## config.mk

```make
export PLATFORM = sky130hd
export DESIGN_NAME = pipe_top
export DESIGN_NICKNAME = d
export VERILOG_FILES = /design/src/pipe_pkg.sv /design/src/ex_forward_unit.sv /design/src/ex_stage.sv /design/src/id_stage.sv /design/src/mem_wb_stage.sv /design/src/pipe_top.sv /design/src/reg_file.sv
export VERILOG_INCLUDE_DIRS = /design/src
export SDC_FILE = /design/constraint.sdc
export NUM_CORES = 2
export LEC_CHECK = 0
export BUFFER_PORTS_ARGS = -buffer_cell sky130_fd_sc_hd__buf_2
export CAP_MARGIN = 10
export CORE_UTILIZATION = 55
export CTS_CLUSTER_SIZE = 16
export DETAILED_ROUTE_END_ITERATION = 8
export PLACE_DENSITY_LB_ADDON = 0.12
export SLEW_MARGIN = 20
export SYNTH_ARGS = -nofsm -noshare
export SYNTH_HDL_FRONTEND = slang
export SYNTH_SLANG_ARGS = --single-unit
```

## constraint.sdc

```tcl
create_clock -name i_clk -period 13.55 [get_ports i_clk]
set_input_delay 1.355 -clock i_clk [delete_from_list [all_inputs] [get_ports i_clk]]
set_output_delay 1.355 -clock i_clk [all_outputs]
set_load 0.005 [all_outputs]
```

## src/pipe_defines.svh

```systemverilog
`ifndef PIPE_DEFINES_SVH
`define PIPE_DEFINES_SVH

// Datapath and register file widths
`define XLEN        32
`define REG_ADDR_W  5

// Forwarding mux select width
`define FWD_SEL_W   3

// Major opcodes
`define OP_RTYPE    6'b000000
`define OP_ADDI     6'b001000
`define OP_ANDI     6'b001100
`define OP_ORI      6'b001101

// R-type function codes
`define FN_ADD      6'b100000
`define FN_SUB      6'b100010
`define FN_AND      6'b100100
`define FN_OR       6'b100101
`define FN_XOR      6'b100110
`define FN_SLT      6'b101010

`endif

```

## src/pipe_pkg.sv

```systemverilog
`include "pipe_defines.svh"

package pipe_pkg;

    ////////////////////////////////////////
    // Instruction formats
    ////////////////////////////////////////

    typedef struct packed {
        logic [5:0]             opcode;
        logic [`REG_ADDR_W-1:0] rs;
        logic [`REG_ADDR_W-1:0] rt;
        logic [`REG_ADDR_W-1:0] rd;
        logic [4:0]             shamt;
        logic [5:0]             funct;
    } r_fmt_t;

    typedef struct packed {
        logic [5:0]             opcode;
        logic [`REG_ADDR_W-1:0] rs;
        logic [`REG_ADDR_W-1:0] rt;
        logic [15:0]            imm;
    } i_fmt_t;

    // One fetched word, seen as R-type or I-type
    typedef union packed {
        r_fmt_t r;
        i_fmt_t i;
    } instr_u;

    ////////////////////////////////////////
    // Control encodings
    ////////////////////////////////////////

    typedef enum logic [2:0] {
        ALU_ADD,
        ALU_SUB,
        ALU_AND,
        ALU_OR,
        ALU_XOR,
        ALU_SLT
    } alu_op_e;

    typedef enum logic [`FWD_SEL_W-1:0] {
        FWD_NONE   = `FWD_SEL_W'd0,
        FWD_EX_MEM = `FWD_SEL_W'd1,
        FWD_MEM_WB = `FWD_SEL_W'd2
    } fwd_sel_e;

    ////////////////////////////////////////
    // Stage registers
    ////////////////////////////////////////

    typedef struct packed {
        logic                   reg_write;
        alu_op_e                alu_op;
        logic                   use_imm;
        logic [`REG_ADDR_W-1:0] rs;
        logic [`REG_ADDR_W-1:0] rt;
        logic [`REG_ADDR_W-1:0] rd;
        logic [`XLEN-1:0]       rs_val;
        logic [`XLEN-1:0]       rt_val;
        logic [`XLEN-1:0]       imm_val;
    } id_ex_t;

    // Shared by EX/MEM and MEM/WB
    typedef struct packed {
        logic                   reg_write;
        logic [`REG_ADDR_W-1:0] rd;
        logic [`XLEN-1:0]       data;
    } wb_t;

endpackage

```

## src/ex_forward_unit.sv

```systemverilog
`timescale 1ns/1ps
`include "pipe_defines.svh"

module ex_forward_unit (
    input  logic                   i_ex_mem_reg_write,
    input  logic [`REG_ADDR_W-1:0] i_ex_mem_rd,
    input  logic                   i_mem_wb_reg_write,
    input  logic [`REG_ADDR_W-1:0] i_mem_wb_rd,
    input  logic [`REG_ADDR_W-1:0] i_rs,
    input  logic [`REG_ADDR_W-1:0] i_rt,
    output pipe_pkg::fwd_sel_e     o_fwd_a,
    output pipe_pkg::fwd_sel_e     o_fwd_b
);

    import pipe_pkg::*;

    // Younger result wins, so EX/MEM is checked first
    function automatic fwd_sel_e pick_src(input logic [`REG_ADDR_W-1:0] src);
        if (i_ex_mem_reg_write && (src == i_ex_mem_rd))
            return FWD_EX_MEM;
        else if (i_mem_wb_reg_write && (src == i_mem_wb_rd))
            return FWD_MEM_WB;
        else
            return FWD_NONE;
    endfunction

    always_comb
    begin
        o_fwd_a = pick_src(i_rs);
        o_fwd_b = pick_src(i_rt);
    end

endmodule

```

## src/ex_stage.sv

```systemverilog
`timescale 1ns/1ps
`include "pipe_defines.svh"

module ex_stage (
    input  logic             i_clk,
    input  logic             i_rst_n,
    input  pipe_pkg::id_ex_t i_id_ex,
    input  pipe_pkg::wb_t    i_mem_wb,
    output pipe_pkg::wb_t    o_ex_mem
);

    import pipe_pkg::*;

    fwd_sel_e         fwd_a;
    fwd_sel_e         fwd_b;
    logic [`XLEN-1:0] op_a;
    logic [`XLEN-1:0] op_b_fwd;
    logic [`XLEN-1:0] op_b;
    logic [`XLEN-1:0] alu_result;

    ex_forward_unit u_ex_forward_unit (
        .i_ex_mem_reg_write (o_ex_mem.reg_write),
        .i_ex_mem_rd        (o_ex_mem.rd),
        .i_mem_wb_reg_write (i_mem_wb.reg_write),
        .i_mem_wb_rd        (i_mem_wb.rd),
        .i_rs               (i_id_ex.rs),
        .i_rt               (i_id_ex.rt),
        .o_fwd_a            (fwd_a),
        .o_fwd_b            (fwd_b)
    );

    ////////////////////////////////////////
    // Operand select
    ////////////////////////////////////////

    function automatic logic [`XLEN-1:0] fwd_mux(
        input fwd_sel_e         sel,
        input logic [`XLEN-1:0] reg_val,
        input logic [`XLEN-1:0] ex_mem_val,
        input logic [`XLEN-1:0] mem_wb_val
    );
        case (sel)
            FWD_EX_MEM: return ex_mem_val;
            FWD_MEM_WB: return mem_wb_val;
            default:    return reg_val;
        endcase
    endfunction

    always_comb
    begin
        op_a     = fwd_mux(fwd_a, i_id_ex.rs_val, o_ex_mem.data, i_mem_wb.data);
        op_b_fwd = fwd_mux(fwd_b, i_id_ex.rt_val, o_ex_mem.data, i_mem_wb.data);
        // I-type takes the immediate in place of rt
        op_b     = i_id_ex.use_imm ? i_id_ex.imm_val : op_b_fwd;
    end

    ////////////////////////////////////////
    // ALU
    ////////////////////////////////////////

    always_comb
    begin
        case (i_id_ex.alu_op)
            ALU_ADD: alu_result = op_a + op_b;
            ALU_SUB: alu_result = op_a - op_b;
            ALU_AND: alu_result = op_a & op_b;
            ALU_OR:  alu_result = op_a | op_b;
            ALU_XOR: alu_result = op_a ^ op_b;
            ALU_SLT: alu_result = {{(`XLEN-1){1'b0}}, ($signed(op_a) < $signed(op_b))};
            default: alu_result = '0;
        endcase
    end

    // EX/MEM register, also the one-ahead forwarding source
    always_ff @(posedge i_clk or negedge i_rst_n)
    begin
        if (!i_rst_n)
            o_ex_mem <= '0;
        else
        begin
            o_ex_mem.reg_write <= i_id_ex.reg_write;
            o_ex_mem.rd        <= i_id_ex.rd;
            o_ex_mem.data      <= alu_result;
        end
    end

endmodule

```

## src/id_stage.sv

```systemverilog
`timescale 1ns/1ps
`include "pipe_defines.svh"

module id_stage (
    input  logic                   i_clk,
    input  logic                   i_rst_n,
    input  logic                   i_instr_valid,
    input  pipe_pkg::instr_u       i_instr,
    input  logic [`XLEN-1:0]       i_rs_val,
    input  logic [`XLEN-1:0]       i_rt_val,
    output logic [`REG_ADDR_W-1:0] o_rs_addr,
    output logic [`REG_ADDR_W-1:0] o_rt_addr,
    output pipe_pkg::id_ex_t       o_id_ex
);

    import pipe_pkg::*;

    logic                   legal;
    logic                   use_imm;
    alu_op_e                alu_op;
    logic [`REG_ADDR_W-1:0] dest;
    logic [`XLEN-1:0]       imm_sext;
    logic [`XLEN-1:0]       imm_zext;
    logic [`XLEN-1:0]       imm_val;

    // rs and rt sit at the same bits in both formats
    assign o_rs_addr = i_instr.i.rs;
    assign o_rt_addr = i_instr.i.rt;

    assign imm_sext = {{(`XLEN-16){i_instr.i.imm[15]}}, i_instr.i.imm};
    assign imm_zext = {{(`XLEN-16){1'b0}}, i_instr.i.imm};

    ////////////////////////////////////////
    // Decode
    ////////////////////////////////////////

    always_comb
    begin
        legal   = 1'b1;
        use_imm = 1'b0;
        alu_op  = ALU_ADD;
        dest    = i_instr.r.rd;
        imm_val = imm_sext;
        case (i_instr.r.opcode)
            `OP_RTYPE:
            begin
                case (i_instr.r.funct)
                    `FN_ADD: alu_op = ALU_ADD;
                    `FN_SUB: alu_op = ALU_SUB;
                    `FN_AND: alu_op = ALU_AND;
                    `FN_OR:  alu_op = ALU_OR;
                    `FN_XOR: alu_op = ALU_XOR;
                    `FN_SLT: alu_op = ALU_SLT;
                    default: legal  = 1'b0;
                endcase
            end
            `OP_ADDI:
            begin
                use_imm = 1'b1;
                dest    = i_instr.i.rt;
            end
            `OP_ANDI:
            begin
                use_imm = 1'b1;
                alu_op  = ALU_AND;
                dest    = i_instr.i.rt;
                imm_val = imm_zext;
            end
            `OP_ORI:
            begin
                use_imm = 1'b1;
                alu_op  = ALU_OR;
                dest    = i_instr.i.rt;
                imm_val = imm_zext;
            end
            default: legal = 1'b0;
        endcase
    end

    ////////////////////////////////////////
    // ID/EX register
    ////////////////////////////////////////

    always_ff @(posedge i_clk or negedge i_rst_n)
    begin
        if (!i_rst_n)
            o_id_ex <= '0;
        else
        begin
            // Bubbles, illegal words and r0 targets never write
            o_id_ex.reg_write <= i_instr_valid && legal && (dest != '0);
            o_id_ex.alu_op    <= alu_op;
            o_id_ex.use_imm   <= use_imm;
            o_id_ex.rs        <= i_instr.i.rs;
            o_id_ex.rt        <= i_instr.i.rt;
            o_id_ex.rd        <= dest;
            o_id_ex.rs_val    <= i_rs_val;
            o_id_ex.rt_val    <= i_rt_val;
            o_id_ex.imm_val   <= imm_val;
        end
    end

endmodule

```

## src/mem_wb_stage.sv

```systemverilog
`timescale 1ns/1ps
`include "pipe_defines.svh"

module mem_wb_stage (
    input  logic          i_clk,
    input  logic          i_rst_n,
    input  pipe_pkg::wb_t i_ex_mem,
    output pipe_pkg::wb_t o_mem_wb
);

    import pipe_pkg::*;

    ////////////////////////////////////////
    // MEM/WB register
    ////////////////////////////////////////

    // No data memory, the ALU result passes straight through
    always_ff @(posedge i_clk or negedge i_rst_n)
    begin
        if (!i_rst_n)
            o_mem_wb <= '0;
        else
        begin
            o_mem_wb.reg_write <= i_ex_mem.reg_write;
            o_mem_wb.rd        <= i_ex_mem.rd;
            o_mem_wb.data      <= i_ex_mem.data;
        end
    end

    ////////////////////////////////////////
    // Checks
    ////////////////////////////////////////

    // A write strobe arriving from EX always names a real register
    a_wr_rd_nonzero: assert property (
        @(posedge i_clk) disable iff (!i_rst_n)
        i_ex_mem.reg_write |-> (i_ex_mem.rd != '0)
    );

endmodule

```

## src/pipe_top.sv

```systemverilog
`timescale 1ns/1ps
`include "pipe_defines.svh"

module pipe_top (
    input  logic                   i_clk,
    input  logic                   i_rst_n,
    input  logic                   i_instr_valid,
    input  pipe_pkg::instr_u       i_instr,
    output logic                   o_wb_valid,
    output logic [`REG_ADDR_W-1:0] o_wb_rd,
    output logic [`XLEN-1:0]       o_wb_data
);

    import pipe_pkg::*;

    logic [`REG_ADDR_W-1:0] rs_addr;
    logic [`REG_ADDR_W-1:0] rt_addr;
    logic [`XLEN-1:0]       rs_val;
    logic [`XLEN-1:0]       rt_val;
    id_ex_t                 id_ex;
    wb_t                    ex_mem;
    wb_t                    mem_wb;

    id_stage u_id_stage (
        .i_clk         (i_clk),
        .i_rst_n       (i_rst_n),
        .i_instr_valid (i_instr_valid),
        .i_instr       (i_instr),
        .i_rs_val      (rs_val),
        .i_rt_val      (rt_val),
        .o_rs_addr     (rs_addr),
        .o_rt_addr     (rt_addr),
        .o_id_ex       (id_ex)
    );

    reg_file u_reg_file (
        .i_clk     (i_clk),
        .i_rst_n   (i_rst_n),
        .i_rs_addr (rs_addr),
        .i_rt_addr (rt_addr),
        .i_wb      (mem_wb),
        .o_rs_val  (rs_val),
        .o_rt_val  (rt_val)
    );

    ex_stage u_ex_stage (
        .i_clk    (i_clk),
        .i_rst_n  (i_rst_n),
        .i_id_ex  (id_ex),
        .i_mem_wb (mem_wb),
        .o_ex_mem (ex_mem)
    );

    mem_wb_stage u_mem_wb_stage (
        .i_clk    (i_clk),
        .i_rst_n  (i_rst_n),
        .i_ex_mem (ex_mem),
        .o_mem_wb (mem_wb)
    );

    // Write-back port mirrors the register file write
    assign o_wb_valid = mem_wb.reg_write;
    assign o_wb_rd    = mem_wb.rd;
    assign o_wb_data  = mem_wb.data;

endmodule

```

## src/reg_file.sv

```systemverilog
`timescale 1ns/1ps
`include "pipe_defines.svh"

module reg_file (
    input  logic                   i_clk,
    input  logic                   i_rst_n,
    input  logic [`REG_ADDR_W-1:0] i_rs_addr,
    input  logic [`REG_ADDR_W-1:0] i_rt_addr,
    input  pipe_pkg::wb_t          i_wb,
    output logic [`XLEN-1:0]       o_rs_val,
    output logic [`XLEN-1:0]       o_rt_val
);

    import pipe_pkg::*;

    localparam int DEPTH = 1 << `REG_ADDR_W;

    logic [`XLEN-1:0] regs [DEPTH];

    always_ff @(posedge i_clk or negedge i_rst_n)
    begin
        if (!i_rst_n)
        begin
            for (int k = 0; k < DEPTH; k++)
                regs[k] <= '0;
        end
        else if (i_wb.reg_write)
            regs[i_wb.rd] <= i_wb.data;
    end

    // r0 reads zero, a matching write in progress is passed through
    function automatic logic [`XLEN-1:0] read_port(input logic [`REG_ADDR_W-1:0] addr);
        if (addr == '0)
            return '0;
        else if (i_wb.reg_write && (i_wb.rd == addr))
            return i_wb.data;
        else
            return regs[addr];
    endfunction

    always_comb
    begin
        o_rs_val = read_port(i_rs_addr);
        o_rt_val = read_port(i_rt_addr);
    end

    // Decode filters r0 targets, so none reach the write port
    a_no_r0_write: assert property (
        @(posedge i_clk) disable iff (!i_rst_n)
        i_wb.reg_write |-> (i_wb.rd != '0)
    );

endmodule

```

Yosys cells after proc, flatten, opt, wreduce, memory -nomap -nowiden
Index checks and enable logic that the tools add are counted.

cells by class
  $add $sub $neg = 2
  $mul = 0
  divide/modulo/power cells = 0
  order comparisons = 5
  eq/ne operators = 24
  shifts and indexed selects = 0
  multiplexer cells = 28
  bitwise operators = 6
  reductions and logical operators = 17

operators with widths
  cell                  number
  $bwmux W1024          1
  $mux W32              11
  $bmux W32 S5          2
  $pmux W32 S6          1
  $demux W32 S5         1
  $pmux W32 S2          2
  $eq A6 B6 Y1 const B  6
  $add A32 B32 Y32      1
  $and A32 B32 Y32      1
  $lt A32 B32 Y1        1
  $or A32 B32 Y32       1
  $sub A32 B32 Y32      1
  $xor A32 B32 Y32      1
  $eq A5 B5 Y1          6
  $eq A6 B4 Y1 const B  3
  $ge A6 B6 Y1 const B  3
  $not A5 Y6            3
  $pmux W3 S5           1
  $logic_not A5 Y1      2
  $logic_and A1 B1 Y1   9
  $pmux W3 S3           1
  $mux W2               4
  $eq A3 B2 Y1 const B  2
  $eq A3 B3 Y1 const B  2
  other kinds (13)      16

storage, ports and cells
  flip-flop bits (word level) = 1,216
  bits in latches = 0
  RAM bits = 0
  memory bits (read-only) = 0
  output and inout port bits = 38
  word-level logic and storage cells = 129
  memories kept = 0

Logic depth before layout (Yosys ltp)
  word-level depth = 9
  depth in mapped cells = 20
  gate-level depth less buffers = 18

Hierarchy
From an unflattened synthesis, not the netlist that was laid out.

unflattened totals
  cells, all modules = 5,024
  area total of the unflattened synthesis = 67,307.1 µm²

modules (own cells, without submodules)
  module           times used  cells each  area an instance (µm²)  seq. area each (µm²)
  reg_file         1           3,692       55,179.2                25,624.6
  ex_stage         1           1,100       7,923.8                 950.9
  id_stage         1           161         2,984.1                 2,527.4
  mem_wb_stage     1           38          950.9                   950.9
  ex_forward_unit  1           33          269.0                   0.0

Worst setup path before layout
No wires, ideal clock.

  path type = flip-flop to flip-flop
  start = reg u_mem_wb_stage.o_mem_wb[35] in the netlist's numbering
  end = reg u_ex_stage.o_ex_mem[24] in the netlist's numbering
  setup time = 0.134 ns
  data arrival time = 4.175 ns
  required time = 13.416 ns
  path slack = 9.241 ns
  cell stages (with the launch flop) = 20
  buffers on the path = 2
  cells stage by stage = dfrtp_1 > xor2_1 > nor4_1 > and3_1 > clkbuf_1 > buf_2 > mux2i_1 > a211oi_1 > a21o_1 > ha_1 > fa_1 > a211oi_1 > o21ai_1 > o211ai_1 > a21oi_1 > o21a_1 > a31oi_1 > nor2_1 > a2111oi_0 > o21ai_1

between the ends
  word-level cells in the longest chain between the ends = 9
  elaborated cells on any way between the ends = 21
  classes of those cells = add/sub: 2; eq/ne: 6; mux: 8; bitwise: 3; reduce/logical: 2

ends and longest elaborated chain
  what                                            RTL line               source
  start: declaration                              mem_wb_stage.sv:8      output pipe_pkg::wb_t o_mem_wb
  $eq A5 B5 Y1                                    ex_forward_unit.sv:21  else if (i_mem_wb_reg_write && (src == i_mem_wb_rd))
  $logic_and A1 B1 Y1                             ex_forward_unit.sv:21
  $mux W2                                         ex_forward_unit.sv:21
  $mux W2                                         ex_forward_unit.sv:19  if (i_ex_mem_reg_write && (src == i_ex_mem_rd))
  $eq A2 B2 Y1 or $eq A2 B1 Y1 (tied branches)    ex_stage.sv:42         case (sel)
  $pmux W32 S2                                    ex_stage.sv:42
  $mux W32                                        ex_stage.sv:54         op_b = i_id_ex.use_imm ? i_id_ex.imm_val : op_b_fwd;
  $sub A32 B32 Y32, or another cell as far along  ex_stage.sv:65         ALU_SUB: alu_result = op_a - op_b;
  $pmux W32 S6 (*)                                ex_stage.sv:63         case (i_id_ex.alu_op)
  net u_ex_stage.alu_result[24]                   ex_stage.sv:19         logic [`XLEN-1:0] alu_result;
  end: declaration                                ex_stage.sv:9          output pipe_pkg::wb_t o_ex_mem

The timed path passes the listed nets; every way through them passes the cells marked *.
A chain may end at the register's enable or synchronous reset.

Final worst setup path
  start = reg u_mem_wb_stage.o_mem_wb[36] in the netlist's numbering
  end = reg u_ex_stage.o_ex_mem[30] in the netlist's numbering

The elaborated chain is that of the path after synthesis.

==> impl_metrics.json <==
{
  "register_area_um2": 30100,
  "cts_buffer_depth": 3,
  "multi_input_area_um2": 34700,
  "root_buffer": "clkbuf_16",
  "cts_tree": "yes",
  "ys_ff_latch": 1201,
  "row_count": 127,
  "fin_crit_sh_pct": 40.4,
  "worstHoldPathType": "reg -> reg",
  "irDropWorstVdd_uv": 115,
  "p_total_w": 0.00803,
  "htreeDepth": 4,
  "synth.largest_area_cell": "dfrtp_1",
  "maxSlewHeadroom_pct": 19.6,
  "antenna_found_initial": 6,
  "ys.flop_type": "dfrtp_1",
  "fillCellCount": 9192,
  "skew_ns": 0.0288,
  "netlist_area_um2": 66800,
  "grt_max_degree": 173,
  "slew_violations": 0,
  "cts_resized": 0,
  "setup_viol": 0,
  "fp.dieW_um": 351,
  "power.leakage_nw": 33.5,
  "synth_edf_count": 0,
  "post-cts-setup-buffers": 0,
  "async_flop_share_pct": 100,
  "syn_inst": 4745,
  "area_delta_synth_final_pct": 9.27,
  "worstSetupStartpointType": "flop",
  "drt_first_pass_iters": 9,
  "grt_pass1_wl_um": 302000,
  "core_um2": 120000,
  "dp_hpwl_um": 112000,
  "wl_um": 203000,
  "drcViolationCount": 0,
  "initial_core_util_pct": 55.6,
  "final_layout_size_suffix_gt1_share_pct": 45.1,
  "synth_cell_type_count": 82,
  "grt_overflow": 0,
  "postRouteAntennaNets": 0,
  "final_common_cell": "dfrtp_1",
  "clkLatencyLatePin_ns": 0.76,
  "period_needed_ns": 5.47,
  "via_count": 43337,
  "grtUsageTotal_pct": 33.9,
  "cts_buffers": 136,
  "yosysTopAreaCellShare_pct": 45.0,
  "finalNetCount": 4714,
  "cap_violations": 0,
  "hold_viol": 0,
  "synth_area_per_cell_um2": 14.1,
  "ios": 73,
  "seq_area_frac_synth_pct": 45.0,
  "yosysWarnings": 0,
  "rsz0062_at_grt": "false",
  "outcome": "complete, no violations",
  "globalplace.congestion": 0.959,
  "required_ns": 14.16,
  "worstMarginPinSlew_ns": 1.20,
  "critPathKind": "reg -> reg",
  "syn_nets": 4882,
  "setup_tns_ns": 0,
  "io_buffer_count": 72,
  "cp_max_fo": 32,
  "drtIter0Drc": 4101,
  "synth_area_leaders": "dfrtp_1, mux4_2, mux2_2",
  "end_kind": "flop",
  "floorplan.die_area_um2": 123000,
  "clk_pin_slew_ns": 0.06,
  "fmax_mhz": 183,
  "final_cell_mix": "dfrtp_1, mux2_2, mux4_2, nor2_1, a211oi_1",
  "cts_hold_buf": 0,
  "grt_pass1_vias": 43769,
  "cts_sinks": 1201,
  "vias_per_cell": 6.88,
  "power_density_nw_per_um2": 110,
  "fp.dieH_um": 351,
  "worst_ep_arrival_time_ns": 6.09,
  "wl_per_cell_um": 32.2
}
worst max-delay path, stage by stage, from the launching register on:
cell and delay, ns:
dfrtp_1 0.56, xor2_1 0.22, nor4_1 0.30, and3_2 0.21, buf_4 0.57, mux2i_1 0.16, a211oi_1 0.26, a21o_1 0.15
ha_1 0.17, inv_1 0.06, fa_1 0.46, nor2b_2 0.20, o211ai_2 0.29, a211oi_2 0.15, o41ai_4 0.51, o211ai_2 0.19
a31oi_1 0.38, o31ai_2 0.13, o22ai_1 0.21, o211ai_2 0.09
layer usage:
| metal | GRT usage, % | routed length (µm) | part of all wire (%) | up-vias |
|---|---|---|---|---|
| met5 | 0 | 13 | 0.0064 | - |
| met4 | 11.7 | 6590 | 3.2 | 2 |
| met3 | 8.11 | 17700 | 8.7 | 364 |
| met2 | 51.0 | 92600 | 46 | 1832 |
| met1 | 48.6 | 86300 | 42 | 23366 |
| li1 | - | - | - | 17773 |
state kept, by name, indices dropped and copies added, names as in the netlist:
register                 flops
u_mem_wb_stage.o_mem_wb     38
u_reg_file.regs           1024
u_ex_stage.o_ex_mem         38
u_id_stage.o_id_ex         101
report_power, final:
group / switching [W] / internal, W / leakage [nW]
Combinational: 0.000401 / 0.000205 / 14.7
Sequential: 0.0000466 / 0.00364 / 16.6
Clock: 0.00153 / 0.00221 / 2.21
Total: 0.00198 / 0.00605 / 33.5
synthesized netlist by cell type, types with 26 or more instances:
| cell | number |
|---|---|
| buf_1 | 71 |
| clkbuf_1 | 273 |
| a21o_1 | 35 |
| nor2_1 | 201 |
| mux2i_1 | 140 |
| nor2b_1 | 34 |
| a21oi_1 | 117 |
| xor2_1 | 26 |
| dfrtp_1 | 1201 |
| nand2_1 | 133 |
| buf_2 | 123 |
| mux4_2 | 611 |
| inv_1 | 95 |
| mux2_2 | 1025 |
| a211oi_1 | 161 |
| ha_1 | 100 |
| o21ai_0 | 89 |
stage by stage:
stage | util [%] | std cells | area, µm² | worst slack, ns | hold slack [ns]
5_1_grt | 60.8 | 6296 | 73000 | 7.71 | 0.349
4_1_cts | 60.7 | 6294 | 72900 | 8.18 | 0.350
3_5_place_dp | 57.0 | 6049 | 68400 | 8.21 | 0.338
3_3_place_gp | 56.9 | 6047 | 68400 | 8.22 | 0.334
6_report | 60.8 | 6300 | 73000 | 8.08 | 0.347
2_1_floorplan | - | 4745 | 66800 | 9.24 | 0.331
logic make-up (layout without fill, tap and decap cells):
group	after synthesis	after routing	synth area share, %
DFF	1201	1201	45.0
muxes	1776	1776	40.0
other	0	4	0
buffers and inverters	583	522	3.60
and+or+nand+nor	494	494	3.38
xor gates and xnor gates	46	46	0.603
AOI/OAI and AO/OA	543	543	5.54
adders and majority gates	102	102	1.93
worst paths after layout:
path                       slack (ns)  depth (start not counted)                       to                   startpoint
max in group asynchronous       10.02                          4     u_reg_file.regs[859]                      i_rst_n
min in group asynchronous        0.59                          1     u_reg_file.regs[455]                      i_rst_n
min reg2reg                      0.35                          0  u_ex_stage.o_ex_mem[33]       u_id_stage.o_id_ex[97]
max reg2reg                      8.08                         19  u_ex_stage.o_ex_mem[30]  u_mem_wb_stage.o_mem_wb[36]
min                              0.35                          0  u_ex_stage.o_ex_mem[33]       u_id_stage.o_id_ex[97]
max                              8.08                         19  u_ex_stage.o_ex_mem[30]  u_mem_wb_stage.o_mem_wb[36]
layout make-up:
cell class	count	area share, %
inverters	99	0.509
repair buffers	178	1.92
clock inverters	37	0.581
flip-flops and latches	1201	41.2
multi-input cells	2961	47.5
well taps	1612	2.76
diodes	4	0.0137
clock buffers	208	5.57
Note: power is estimated with default switching activity, not from simulation.
